$ cat config.mk
export PLATFORM = sky130hd
export DESIGN_NAME = core_top
export DESIGN_NICKNAME = d
export VERILOG_FILES = /design/src/hdl/core_pkg.sv /design/src/hdl/core_top.sv /design/src/hdl/result_stage.sv /design/src/hdl/execute_stage.sv /design/src/hdl/decode_stage.sv /design/src/hdl/fetch_unit.sv
export SDC_FILE = /design/constraint.sdc
export NUM_CORES = 2
export LEC_CHECK = 0
export ABC_AREA = 1
export BUFFER_PORTS_ARGS = -buffer_cell sky130_fd_sc_hd__buf_2
export CAP_MARGIN = 5
export CORE_MARGIN = 3
export CORE_UTILIZATION = 35
export DETAILED_ROUTE_END_ITERATION = 8
export PLACE_DENSITY = 0.59
export SYNTH_ARGS = -nofsm -noshare
export SYNTH_HDL_FRONTEND = slang
export SYNTH_SLANG_ARGS = --single-unit
$ cat constraint.sdc
create_clock -name clk -period 13.1 [get_ports clk]
set_input_delay 1.31 -clock clk [delete_from_list [all_inputs] [get_ports clk]]
set_output_delay 1.31 -clock clk [all_outputs]
set_load 0.01 [all_outputs]
$ cat src/hdl/core_pkg.sv
package core_pkg;

    // Hint-space MSR word, never retired
    localparam logic [31:0] nop_instr = 32'b1110_0011_0010_0000_1111_0000_0000_0000;
    localparam logic [31:0] reset_pc  = 32'h0000_0000;

    localparam logic [1:0] cls_dp = 2'b00;   // Data processing, bits 27:26
    localparam logic [2:0] cls_br = 3'b101;  // Branch, bits 27:25

    // ARM data-processing encodings, subset only
    typedef enum logic [3:0] {
        op_and = 4'b0000,
        op_eor = 4'b0001,
        op_sub = 4'b0010,
        op_add = 4'b0100,
        op_cmp = 4'b1010,
        op_orr = 4'b1100,
        op_mov = 4'b1101
    } op_e;

    typedef enum logic [3:0] {
        cond_eq, cond_ne, cond_cs, cond_cc,
        cond_mi, cond_pl, cond_vs, cond_vc,
        cond_hi, cond_ls, cond_ge, cond_lt,
        cond_gt, cond_le, cond_al
    } cond_e;

    typedef enum logic [1:0] {
        shift_lsl, shift_lsr, shift_asr, shift_ror
    } shift_e;

    typedef struct packed {
        logic n;
        logic z;
        logic c;
        logic v;
    } flags_t;

    typedef struct packed {
        logic [3:0]  cond;
        logic [1:0]  cls;
        logic        imm;      // Operand is rotated immediate
        logic [3:0]  opcode;
        logic        s;
        logic [3:0]  rn;
        logic [3:0]  rd;
        logic [11:0] operand;
    } dp_fmt_t;

    typedef struct packed {
        logic [3:0]  cond;
        logic [2:0]  cls;
        logic        link;
        logic [23:0] offset;   // Word offset, signed
    } br_fmt_t;

    // Same fetched word, two views; cls picks the one that applies
    typedef union packed {
        dp_fmt_t dp;
        br_fmt_t br;
    } instr_u;

    typedef struct packed {
        logic        valid;
        logic        tag;
        logic [31:0] pc;
        instr_u      instr;
    } fetch_t;

    typedef struct packed {
        logic        valid;
        logic        is_branch;
        cond_e       cond;
        op_e         opcode;
        logic        set_flags;
        logic        writes_rd;
        logic [3:0]  rn;
        logic [3:0]  rd;
        logic [3:0]  rm;
        logic        use_imm;
        shift_e      shift;
        logic [4:0]  imm5;
        logic [31:0] imm_val;
        logic [31:0] target;
        logic [31:0] pc;
    } uop_t;

    typedef struct packed {
        logic        valid;
        logic        writes_rd;
        logic [3:0]  rd;
        logic [31:0] data;
        flags_t      flags;
    } retire_t;

    typedef struct packed {
        logic        valid;
        logic [31:0] target;
    } redirect_t;

endpackage
$ cat src/hdl/core_top.sv
`timescale 1ns/10ps
module core_top (
    input  logic              clk,
    input  logic              rst_n,
    output logic              imem_req,
    output logic [31:0]       imem_addr,
    input  logic [31:0]       imem_rdata,
    input  logic              imem_ack,
    output core_pkg::retire_t retire
);
    import core_pkg::*;

    fetch_t      fetch;
    uop_t        uop;
    redirect_t   redirect;
    retire_t     result;
    flags_t      flags;
    logic        cur_tag;
    logic [3:0]  rn_addr;
    logic [3:0]  rm_addr;
    logic [31:0] rn_data;
    logic [31:0] rm_data;

    fetch_unit u_fetch (
        .clk        (clk),
        .rst_n      (rst_n),
        .redirect   (redirect),
        .imem_req   (imem_req),
        .imem_addr  (imem_addr),
        .imem_rdata (imem_rdata),
        .imem_ack   (imem_ack),
        .fetch      (fetch),
        .cur_tag    (cur_tag)
    );

    decode_stage u_decode (
        .clk     (clk),
        .rst_n   (rst_n),
        .fetch   (fetch),
        .cur_tag (cur_tag),
        .uop     (uop)
    );

    // Retire output doubles as the bypass source
    execute_stage u_execute (
        .uop        (uop),
        .rf_rn_addr (rn_addr),
        .rf_rm_addr (rm_addr),
        .rf_rn_data (rn_data),
        .rf_rm_data (rm_data),
        .flags      (flags),
        .pending    (retire),
        .redirect   (redirect),
        .result     (result)
    );

    result_stage u_result (
        .clk     (clk),
        .rst_n   (rst_n),
        .result  (result),
        .rn_addr (rn_addr),
        .rm_addr (rm_addr),
        .rn_data (rn_data),
        .rm_data (rm_data),
        .flags   (flags),
        .retire  (retire)
    );

endmodule

$ cat src/hdl/result_stage.sv
`timescale 1ns/10ps
module result_stage (
    input  logic              clk,
    input  logic              rst_n,
    input  core_pkg::retire_t result,
    input  logic [3:0]        rn_addr,
    input  logic [3:0]        rm_addr,
    output logic [31:0]       rn_data,
    output logic [31:0]       rm_data,
    output core_pkg::flags_t  flags,
    output core_pkg::retire_t retire
);

    logic [31:0] regs [16];

    // Retire register, also the pending entry execute bypasses from
    always_ff @(posedge clk or negedge rst_n) begin
        if (!rst_n)
            retire <= '0;
        else
            retire <= result;
    end

    // Register file trails the retire register by one edge
    always_ff @(posedge clk or negedge rst_n) begin
        if (!rst_n) begin
            for (int i = 0; i < 16; i++)
                regs[i] <= 32'd0;
        end else if (retire.valid && retire.writes_rd) begin
            regs[retire.rd] <= retire.data;
        end
    end

    always_ff @(posedge clk or negedge rst_n) begin
        if (!rst_n)
            flags <= '0;
        else if (retire.valid)
            flags <= retire.flags;  // Unchanged value when S was clear
    end

    assign rn_data = regs[rn_addr];
    assign rm_data = regs[rm_addr];

endmodule

$ cat src/hdl/execute_stage.sv
`timescale 1ns/10ps
module execute_stage (
    input  core_pkg::uop_t      uop,
    output logic [3:0]          rf_rn_addr,
    output logic [3:0]          rf_rm_addr,
    input  logic [31:0]         rf_rn_data,
    input  logic [31:0]         rf_rm_data,
    input  core_pkg::flags_t    flags,
    input  core_pkg::retire_t   pending,
    output core_pkg::redirect_t redirect,
    output core_pkg::retire_t   result
);
    import core_pkg::*;

    flags_t      f;       // Flags this instruction sees
    flags_t      nf;
    logic [31:0] a;
    logic [31:0] rm_val;
    logic [31:0] op2;
    logic [31:0] res;
    logic        sh_c;    // Shifter carry-out
    logic [32:0] lsl_w;
    logic [32:0] lsr_w;
    logic [32:0] asr_w;
    logic [31:0] ror_w;
    logic [32:0] sum;
    logic        cond_ok;

    // r15 reads as pc+8; the pending retire is not in the file yet
    function automatic logic [31:0] read_reg(logic [3:0] addr, logic [31:0] rf_data,
                                             logic [31:0] pc, retire_t pend);
        if (addr == 4'd15)
            return pc + 32'd8;
        if (pend.valid && pend.writes_rd && pend.rd == addr)
            return pend.data;
        return rf_data;
    endfunction

    function automatic logic cond_pass(cond_e c, flags_t fl);
        case (c)
            cond_eq: return fl.z;
            cond_ne: return !fl.z;
            cond_cs: return fl.c;
            cond_cc: return !fl.c;
            cond_mi: return fl.n;
            cond_pl: return !fl.n;
            cond_vs: return fl.v;
            cond_vc: return !fl.v;
            cond_hi: return fl.c && !fl.z;
            cond_ls: return !fl.c || fl.z;
            cond_ge: return fl.n == fl.v;
            cond_lt: return fl.n != fl.v;
            cond_gt: return !fl.z && (fl.n == fl.v);
            cond_le: return fl.z || (fl.n != fl.v);
            default: return 1'b1;  // AL
        endcase
    endfunction

    assign rf_rn_addr = uop.rn;
    assign rf_rm_addr = uop.rm;
    assign a       = read_reg(uop.rn, rf_rn_data, uop.pc, pending);
    assign rm_val  = read_reg(uop.rm, rf_rm_data, uop.pc, pending);
    assign f       = pending.valid ? pending.flags : flags;
    assign cond_ok = cond_pass(uop.cond, f);

    // Low bit of the right shifts holds the last bit shifted out
    assign lsl_w = {1'b0, rm_val} << uop.imm5;
    assign lsr_w = {rm_val, 1'b0} >> uop.imm5;
    assign asr_w = $signed({rm_val, 1'b0}) >>> uop.imm5;
    assign ror_w = (rm_val >> uop.imm5) | (rm_val << (6'd32 - {1'b0, uop.imm5}));

    always_comb begin
        op2  = rm_val;
        sh_c = f.c;
        if (uop.use_imm) begin
            op2 = uop.imm_val;
            if (uop.imm5 != 5'd0)
                sh_c = uop.imm_val[31];
        end else begin
            case (uop.shift)
                shift_lsl: if (uop.imm5 != 5'd0) begin
                    op2  = lsl_w[31:0];
                    sh_c = lsl_w[32];
                end
                shift_lsr: begin
                    op2  = (uop.imm5 == 5'd0) ? 32'd0 : lsr_w[32:1];  // #0 means #32
                    sh_c = (uop.imm5 == 5'd0) ? rm_val[31] : lsr_w[0];
                end
                shift_asr: begin
                    op2  = (uop.imm5 == 5'd0) ? {32{rm_val[31]}} : asr_w[32:1];
                    sh_c = (uop.imm5 == 5'd0) ? rm_val[31] : asr_w[0];
                end
                default: begin
                    op2  = (uop.imm5 == 5'd0) ? {f.c, rm_val[31:1]} : ror_w;  // RRX at #0
                    sh_c = (uop.imm5 == 5'd0) ? rm_val[0] : ror_w[31];
                end
            endcase
        end
    end

    always_comb begin
        sum = 33'd0;
        nf  = f;
        case (uop.opcode)
            op_add:         sum = {1'b0, a} + {1'b0, op2};
            op_sub, op_cmp: sum = {1'b0, a} + {1'b0, ~op2} + 33'd1;
            default:        sum = 33'd0;
        endcase
        case (uop.opcode)
            op_and:  res = a & op2;
            op_eor:  res = a ^ op2;
            op_orr:  res = a | op2;
            op_mov:  res = op2;
            default: res = sum[31:0];
        endcase
        nf.n = res[31];
        nf.z = (res == 32'd0);
        if (uop.opcode == op_add) begin
            nf.c = sum[32];
            nf.v = (a[31] == op2[31]) && (res[31] != a[31]);
        end else if (uop.opcode == op_sub || uop.opcode == op_cmp) begin
            nf.c = sum[32];  // Set means no borrow
            nf.v = (a[31] != op2[31]) && (res[31] != a[31]);
        end else begin
            nf.c = sh_c;
        end
    end

    assign redirect.valid  = uop.valid && uop.is_branch && cond_ok;
    assign redirect.target = uop.target;

    assign result.valid     = uop.valid && !uop.is_branch && cond_ok;
    assign result.writes_rd = uop.writes_rd;
    assign result.rd        = uop.rd;
    assign result.data      = res;
    assign result.flags     = uop.set_flags ? nf : f;

endmodule

$ cat src/hdl/decode_stage.sv
`timescale 1ns/10ps
module decode_stage (
    input  logic             clk,
    input  logic             rst_n,
    input  core_pkg::fetch_t fetch,
    input  logic             cur_tag,
    output core_pkg::uop_t   uop
);
    import core_pkg::*;

    logic [31:0] instr_reg;
    logic        tag_reg;
    logic [31:0] pc_reg;
    instr_u      cur;
    dp_fmt_t     dp;
    br_fmt_t     br;
    op_e         op;
    logic        is_dp;
    logic        is_br;
    logic        op_ok;
    logic        word_ok;
    logic [63:0] rot_pair;

    // Instruction register, NOP whenever fetch has nothing
    always_ff @(posedge clk or negedge rst_n) begin
        if (!rst_n) begin
            instr_reg <= nop_instr;
            tag_reg   <= 1'b0;
        end else if (fetch.valid) begin
            instr_reg <= fetch.instr;
            tag_reg   <= fetch.tag;
        end else begin
            instr_reg <= nop_instr;
        end
    end

    always_ff @(posedge clk) begin
        if (fetch.valid)
            pc_reg <= fetch.pc;
    end

    // Stale tag means the word was fetched down a dead path
    assign cur = (tag_reg == cur_tag) ? instr_reg : nop_instr;
    assign dp  = cur.dp;
    assign br  = cur.br;
    assign op  = op_e'(dp.opcode);

    assign is_dp = (dp.cls == cls_dp);
    assign is_br = (br.cls == cls_br) && !br.link;  // No BL

    always_comb begin
        case (op)
            op_and, op_eor, op_sub, op_add, op_orr, op_mov, op_cmp: op_ok = 1'b1;
            default:                                                op_ok = 1'b0;
        endcase
    end

    // Register-specified shifts (bit 4 set) are not supported
    assign word_ok = (cur != nop_instr) && (dp.cond != 4'hf)
                   && ((is_dp && op_ok && (dp.imm || !dp.operand[4])) || is_br);

    // imm8 rotated right by 2*rot
    assign rot_pair = {24'd0, dp.operand[7:0], 24'd0, dp.operand[7:0]}
                      >> {dp.operand[11:8], 1'b0};

    always_comb begin
        uop.valid     = word_ok;
        uop.is_branch = is_br;
        uop.cond      = cond_e'(dp.cond);
        uop.opcode    = op;
        uop.set_flags = is_dp && (dp.s || op == op_cmp);
        uop.writes_rd = is_dp && (op != op_cmp);
        uop.rn        = dp.rn;
        uop.rd        = dp.rd;
        uop.rm        = dp.operand[3:0];
        uop.use_imm   = dp.imm;
        uop.shift     = dp.imm ? shift_ror : shift_e'(dp.operand[6:5]);
        // Immediates carry their rotate in imm5 so execute can form the carry
        uop.imm5      = dp.imm ? {dp.operand[11:8], 1'b0} : dp.operand[11:7];
        uop.imm_val   = rot_pair[31:0];
        uop.target    = pc_reg + 32'd8 + {{6{br.offset[23]}}, br.offset, 2'b00};
        uop.pc        = pc_reg;
    end

endmodule

$ cat src/hdl/fetch_unit.sv
`timescale 1ns/10ps
module fetch_unit (
    input  logic                clk,
    input  logic                rst_n,
    input  core_pkg::redirect_t redirect,
    output logic                imem_req,
    output logic [31:0]         imem_addr,
    input  logic [31:0]         imem_rdata,
    input  logic                imem_ack,
    output core_pkg::fetch_t    fetch,
    output logic                cur_tag
);
    import core_pkg::*;

    typedef enum logic [1:0] {st_idle, st_wait_ack, st_wait_low} state_e;

    state_e      state;
    logic [31:0] pc;        // Next address to request
    logic        tag;
    logic        req_tag;   // Tag latched when the open request was issued
    logic [31:0] nxt_pc;
    logic        nxt_tag;
    logic        fetch_valid;
    logic        fetch_tag;
    logic [31:0] fetch_pc;
    logic [31:0] fetch_word;

    // A redirect wins over the sequential pc, even mid-request
    assign nxt_pc  = redirect.valid ? redirect.target : pc;
    assign nxt_tag = tag ^ redirect.valid;
    assign cur_tag = tag;

    always_ff @(posedge clk or negedge rst_n) begin
        if (!rst_n) begin
            state       <= st_idle;
            pc          <= reset_pc;
            tag         <= 1'b0;
            req_tag     <= 1'b0;
            imem_req    <= 1'b0;
            imem_addr   <= reset_pc;
            fetch_valid <= 1'b0;
        end else begin
            pc          <= nxt_pc;
            tag         <= nxt_tag;
            fetch_valid <= 1'b0;
            case (state)
                st_idle, st_wait_low: begin
                    if (!imem_ack) begin  // Ack seen low, open a new request
                        imem_req  <= 1'b1;
                        imem_addr <= nxt_pc;
                        req_tag   <= nxt_tag;
                        pc        <= nxt_pc + 32'd4;
                        state     <= st_wait_ack;
                    end
                end
                st_wait_ack: begin
                    if (imem_ack) begin
                        imem_req    <= 1'b0;
                        fetch_valid <= 1'b1;
                        state       <= st_wait_low;
                    end
                end
                default: state <= st_idle;
            endcase
        end
    end

    // Captured word and where it came from
    always_ff @(posedge clk) begin
        if (state == st_wait_ack && imem_ack) begin
            fetch_word <= imem_rdata;
            fetch_pc   <= imem_addr;
            fetch_tag  <= req_tag;
        end
    end

    assign fetch.valid = fetch_valid;
    assign fetch.tag   = fetch_tag;
    assign fetch.pc    = fetch_pc;
    assign fetch.instr = fetch_word;

endmodule

# ---- Yosys cells after proc, flatten, opt, wreduce, memory -nomap -nowiden
# Cells that the tools add are included.
# Widths: inputs -> output; s select.
dict set report word_totals {
  word_cells 215
  reg_bits 758
  output_inout_bits 75
  in_bits 35
}
dict set report op_classes {
  shift 6
  eq_ne 39
  n_mux 60
  magnitude_cmp 4
  n_addsub 7
  bitwise 10
  n_reduce_logical 48
}
# cell count
set ops {}
lappend ops {{$mux 32} 23}
lappend ops {{$bwmux 512} 1}
lappend ops {{$bmux 32 s4} 2}
lappend ops {{$demux 32 s4} 1}
lappend ops {{$pmux 32 s4} 1}
lappend ops {{$pmux 32 s3} 1}
lappend ops {{$add 32x32->33} 2}
lappend ops {{$pmux 33 s2} 1}
lappend ops {{$or 32x32->32} 2}
lappend ops {{$eq 4x4->1 const B} 11}
lappend ops {{$shr 40x5->32} 1}
lappend ops {{$add 33x1->33 const B} 1}
lappend ops {{$shl 32x5->33} 1}
lappend ops {{$shr 33x5->33} 1}
lappend ops {{$sshr 33x5->33} 1}
lappend ops {{$add 32x3->32 const B} 1}
lappend ops {{$add 32x32->32} 1}
lappend ops {{$add 32x4->32 const B} 1}
lappend ops {{$and 32x32->32} 1}
lappend ops {{$logic_not 32->1} 1}
lappend ops {{$ne 32x32->1 const B} 1}
lappend ops {{$not 32->32} 1}
lappend ops {{$shl 32x6->32} 1}
lappend ops {{$shr 32x5->32} 1}
lappend ops {{other kinds (37)} 115}

# ---- Depth between registers and ports, before layout
dict set report logic_depth {
  word_depth 23
  ltp_mapped 58
}

# ---- Cells and area by module
# Synthesis repeated with hierarchy kept, for this count alone.
dict set report hier_totals {
  hier_cells 9292
  area_unflattened_um2 58974.1
}
# module cells_each area_per_inst_um2 n_inst
set by_module_without_submodules {}
lappend by_module_without_submodules {result_stage 4492 30644.4 1}
lappend by_module_without_submodules {execute_stage 3424 16852.4 1}
lappend by_module_without_submodules {decode_stage 850 5741.8 1}
lappend by_module_without_submodules {fetch_unit 526 5735.5 1}

# ---- Least setup slack after synthesis
# No wires, ideal clock.
dict set report synth_timing {
  path_kind {in2reg}
  from {input port imem_ack}
  to {register u_fetch.fetch_valid}
  setup_time_ns 0.622
  required_time_ns 12.478
  arrival_ns 6.189
  path_slack_ns 6.290
  stages 2
  path_buffers 0
  cell_sequence {inv_1 -> nor3b_1}
}
dict set report synth_between {
  elab_chain_cells 2
}
# item line
set synth_lines {}
lappend synth_lines {{start, declared} core_top.sv:8} ;# input logic imem_ack,
lappend synth_lines {{$mux 1} fetch_unit.sv:57} ;# if (imem_ack) begin
lappend synth_lines {{$mux 1} fetch_unit.sv:46} ;# case (state)
lappend synth_lines {{end signal, assigned} fetch_unit.sv:41} ;# fetch_valid <= 1'b0;
lappend synth_lines {{end signal, assigned} fetch_unit.sv:45} ;# fetch_valid <= 1'b0;
lappend synth_lines {{end signal, assigned} fetch_unit.sv:59} ;# fetch_valid <= 1'b1;
lappend synth_lines {{end, declared} fetch_unit.sv:23} ;# logic fetch_valid;
# Every way passes these cells.
# A chain may end at the register's enable or synchronous reset.

==> impl_metrics.json <==
{
  "num_vias": 58300,
  "ys.flop_type": "dfrtp_1",
  "design.die.area_um2": 159000,
  "h-tree-depth": 3,
  "arrival_ns": 10.12,
  "timing.fmax_mhz": 105,
  "antenna_found_initial": 16,
  "io_pins": 110,
  "postCtsResizedCells": 0,
  "wirelength_mm": 264,
  "wire_per_inst_um": 26.4,
  "cpPeakStageDelay_ns": 0.78,
  "syn_to_final_growth_pct": 9.03,
  "maxCapViolations": 0,
  "insertion_delay_ns": 0.73,
  "setup_tns_ns": 0,
  "drv_slew": 0,
  "place_congestion": 1.07,
  "first_pass_iters": 6,
  "synth_cell_type_count": 69,
  "setup_viol": 0,
  "clk_path_buf_depth": 3,
  "async_flop_share": 0.872,
  "gr-total-overflow": 0,
  "leakage_nw": 26.6,
  "final_common_cell": "nand2_1",
  "synthCells": 8121,
  "tightest_slew_ns": 1.45,
  "status": "finished, final reports clean",
  "hpwl_mm": 179,
  "synth_edf_count": 97,
  "layout.nets": 8041,
  "crit_buf_inv": 4,
  "slew_headroom": 0.0297,
  "track_usage": 0.325,
  "drive_gt1_frac": 0.0652,
  "initial_core_util": 0.354,
  "syn_nets": 8287,
  "rows": 143,
  "skew_ns": 0.0451,
  "ys_warn_count": 0,
  "path_max_fanout": 55,
  "cts_root_buf": "clkbuf_16",
  "crit_path_start_kind": "flop",
  "cp_top_family": "simple AND/OR/NAND/NOR gates",
  "cts_num_sinks": 758,
  "required_ns": 13.72,
  "ys_seq_area_frac": 0.361,
  "hold_violations": 0,
  "dr.first_iter.drc_count": 7813,
  "synth_area_um2": 53900,
  "coreArea_um2": 152000,
  "largest_reg_flops": 512,
  "cts_hold_buf": 0,
  "port_buffers": 109,
  "die-width_um": 398,
  "ir_drop_mv": 0.106,
  "path_class": "flop to flop",
  "clk_pin_slew_ns": 0.06,
  "p_per_area_nw_per_um2": 120,
  "syn_avg_cell_area_um2": 6.64,
  "synth_seq_cells": 758,
  "vias_per_cell": 5.84,
  "grt_pass1_vias": 54700,
  "top_register": "u_result.regs",
  "min_period_ns": 9.50,
  "utilization": 0.385,
  "worst_setup_path_end_kind": "flop",
  "reg_top3": "u_result.regs: 512 flops, u_result.retire: 42 flops",
  "worstHoldPathType": "flop to flop",
  "rsz0062_at_grt": "false",
  "grt_start_max_net_pins": 158,
  "drtAntennaViolNets": 0,
  "n_fill_cell": 16400,
  "cts_tree": "built",
  "cp_slowest_cell": "dfrtp_4",
  "crit_path_frequent_cell": "nand2_1",
  "post_cts_buffers": 0,
  "cts_buffers": 89,
  "grt_first_pass_wirelength_mm": 383,
  "post-route-period-util": 0.725,
  "drc": 0,
  "die_h_um": 398,
  "final_cell_mix": "nand2_1, nand3_1, o21ai_0, dfrtp_1, inv_1"
}
## metrics by stage
stage / instances / power [mW] / hold slack [ns] / setup slack, ns / area, um^2
after global placement: 9814 / 4.44 / 0.401 / 4.05 / 55800
after detailed placement: 9814 / 4.43 / 0.405 / 3.98 / 55800
after CTS: 9977 / 7.03 / 0.418 / 3.93 / 58800
after global routing: 9977 / 7.31 / 0.422 / 2.98 / 58800
after floorplan: 8121 / 3.69 / 0.400 / 6.29 / 53900
final: 9980 / 7.04 / 0.418 / 3.60 / 58800
## cells by family (layout without fill, tap and decap cells)
family / Yosys count / after routing / synth area share
other cells: 0 / 3 / 0
compound gates: 1458 / 1458 / 0.152
simple gates: 4581 / 4581 / 0.361
xor+xnor: 75 / 75 / 0.0122
fa+ha+maj: 131 / 131 / 0.0307
buf+inv: 1118 / 944 / 0.0826
flops: 758 / 758 / 0.361
## layout make-up
cell class / count / area, um^2 / area share
Clock inverter: 27 / 389 / 0.00662
Inverter: 561 / 2120 / 0.0361
Antenna cell: 3 / 7.51 / 0.000128
Multi-Input combinational cell: 6245 / 30200 / 0.514
Timing Repair Buffer: 220 / 1450 / 0.0247
Clock buffer: 136 / 2610 / 0.0443
Tap cell: 2030 / 2540 / 0.0432
Sequential cell: 758 / 19500 / 0.331
## worst paths after layout
| kind | to | from | slack (ns) | cells past startpoint |
|---|---|---|---|---|
| max | u_result.retire[2] | u_decode.instr_reg[0] | 3.60 | 45 |
| min | u_decode.pc_reg[15] | u_fetch.fetch_pc[15] | 0.42 | 0 |
| max reg2reg | u_result.retire[2] | u_decode.instr_reg[0] | 3.60 | 45 |
| max in group asynchronous | u_fetch.fetch_valid | rst_n | 9.40 | 4 |
| min in group asynchronous | u_result.regs[393] | rst_n | 0.60 | 1 |
| min reg2reg | u_decode.pc_reg[15] | u_fetch.fetch_pc[15] | 0.42 | 0 |
## power breakdown
group	internal (mW)	total, mW	switching [mW]
sequential	2.53	2.66	0.133
clock	1.50	2.59	1.10
combinational	0.435	1.78	1.35
total	4.46	7.04	2.58
## routing by layer
layer | vias up | share of wire | GRT usage | wire length (um)
met5 | - | 0.00016 | 0 | 43
met4 | 6 | 0.068 | 0.187 | 18000
met3 | 677 | 0.10 | 0.0761 | 27400
met2 | 3148 | 0.42 | 0.478 | 111000
met1 | 28000 | 0.41 | 0.434 | 108000
li1 | 26500 | - | - | -
## synth_stat cells, types with 5 or more instances
master	count	area (um^2)
o21ai_1	22	110
a311oi_1	7	61.3
o21ai_0	791	3960
edfxtp_1	97	2910
a32o_1	97	971
buf_2	80	400
buf_6	14	158
nand3b_1	9	67.6
o21ai_2	10	87.6
o221ai_1	27	236
nand3_2	6	60.1
o21a_1	9	67.6
o21bai_1	9	67.6
buf_1	56	210
ha_1	129	1610
xor2_1	51	447
nand2_1	2795	10500
o211ai_1	19	143
inv_1	538	2020
a22oi_1	5	37.5
nor4_1	7	43.8
nor3_1	25	125
a21oi_1	402	2010
o22ai_1	13	81.3
nor2_1	311	1170
nand2_2	20	125
nand3_1	1279	6400
nand4_1	70	438
nor2_2	15	93.8
clkbuf_1	400	1500
inv_2	18	67.6
xnor2_1	24	210
o31ai_1	8	60.1
dfrtp_1	651	16300
a31oi_1	14	87.6
or2_2	15	93.8
dfstp_2	10	263
Note: power is estimated with default switching activity, not from simulation.
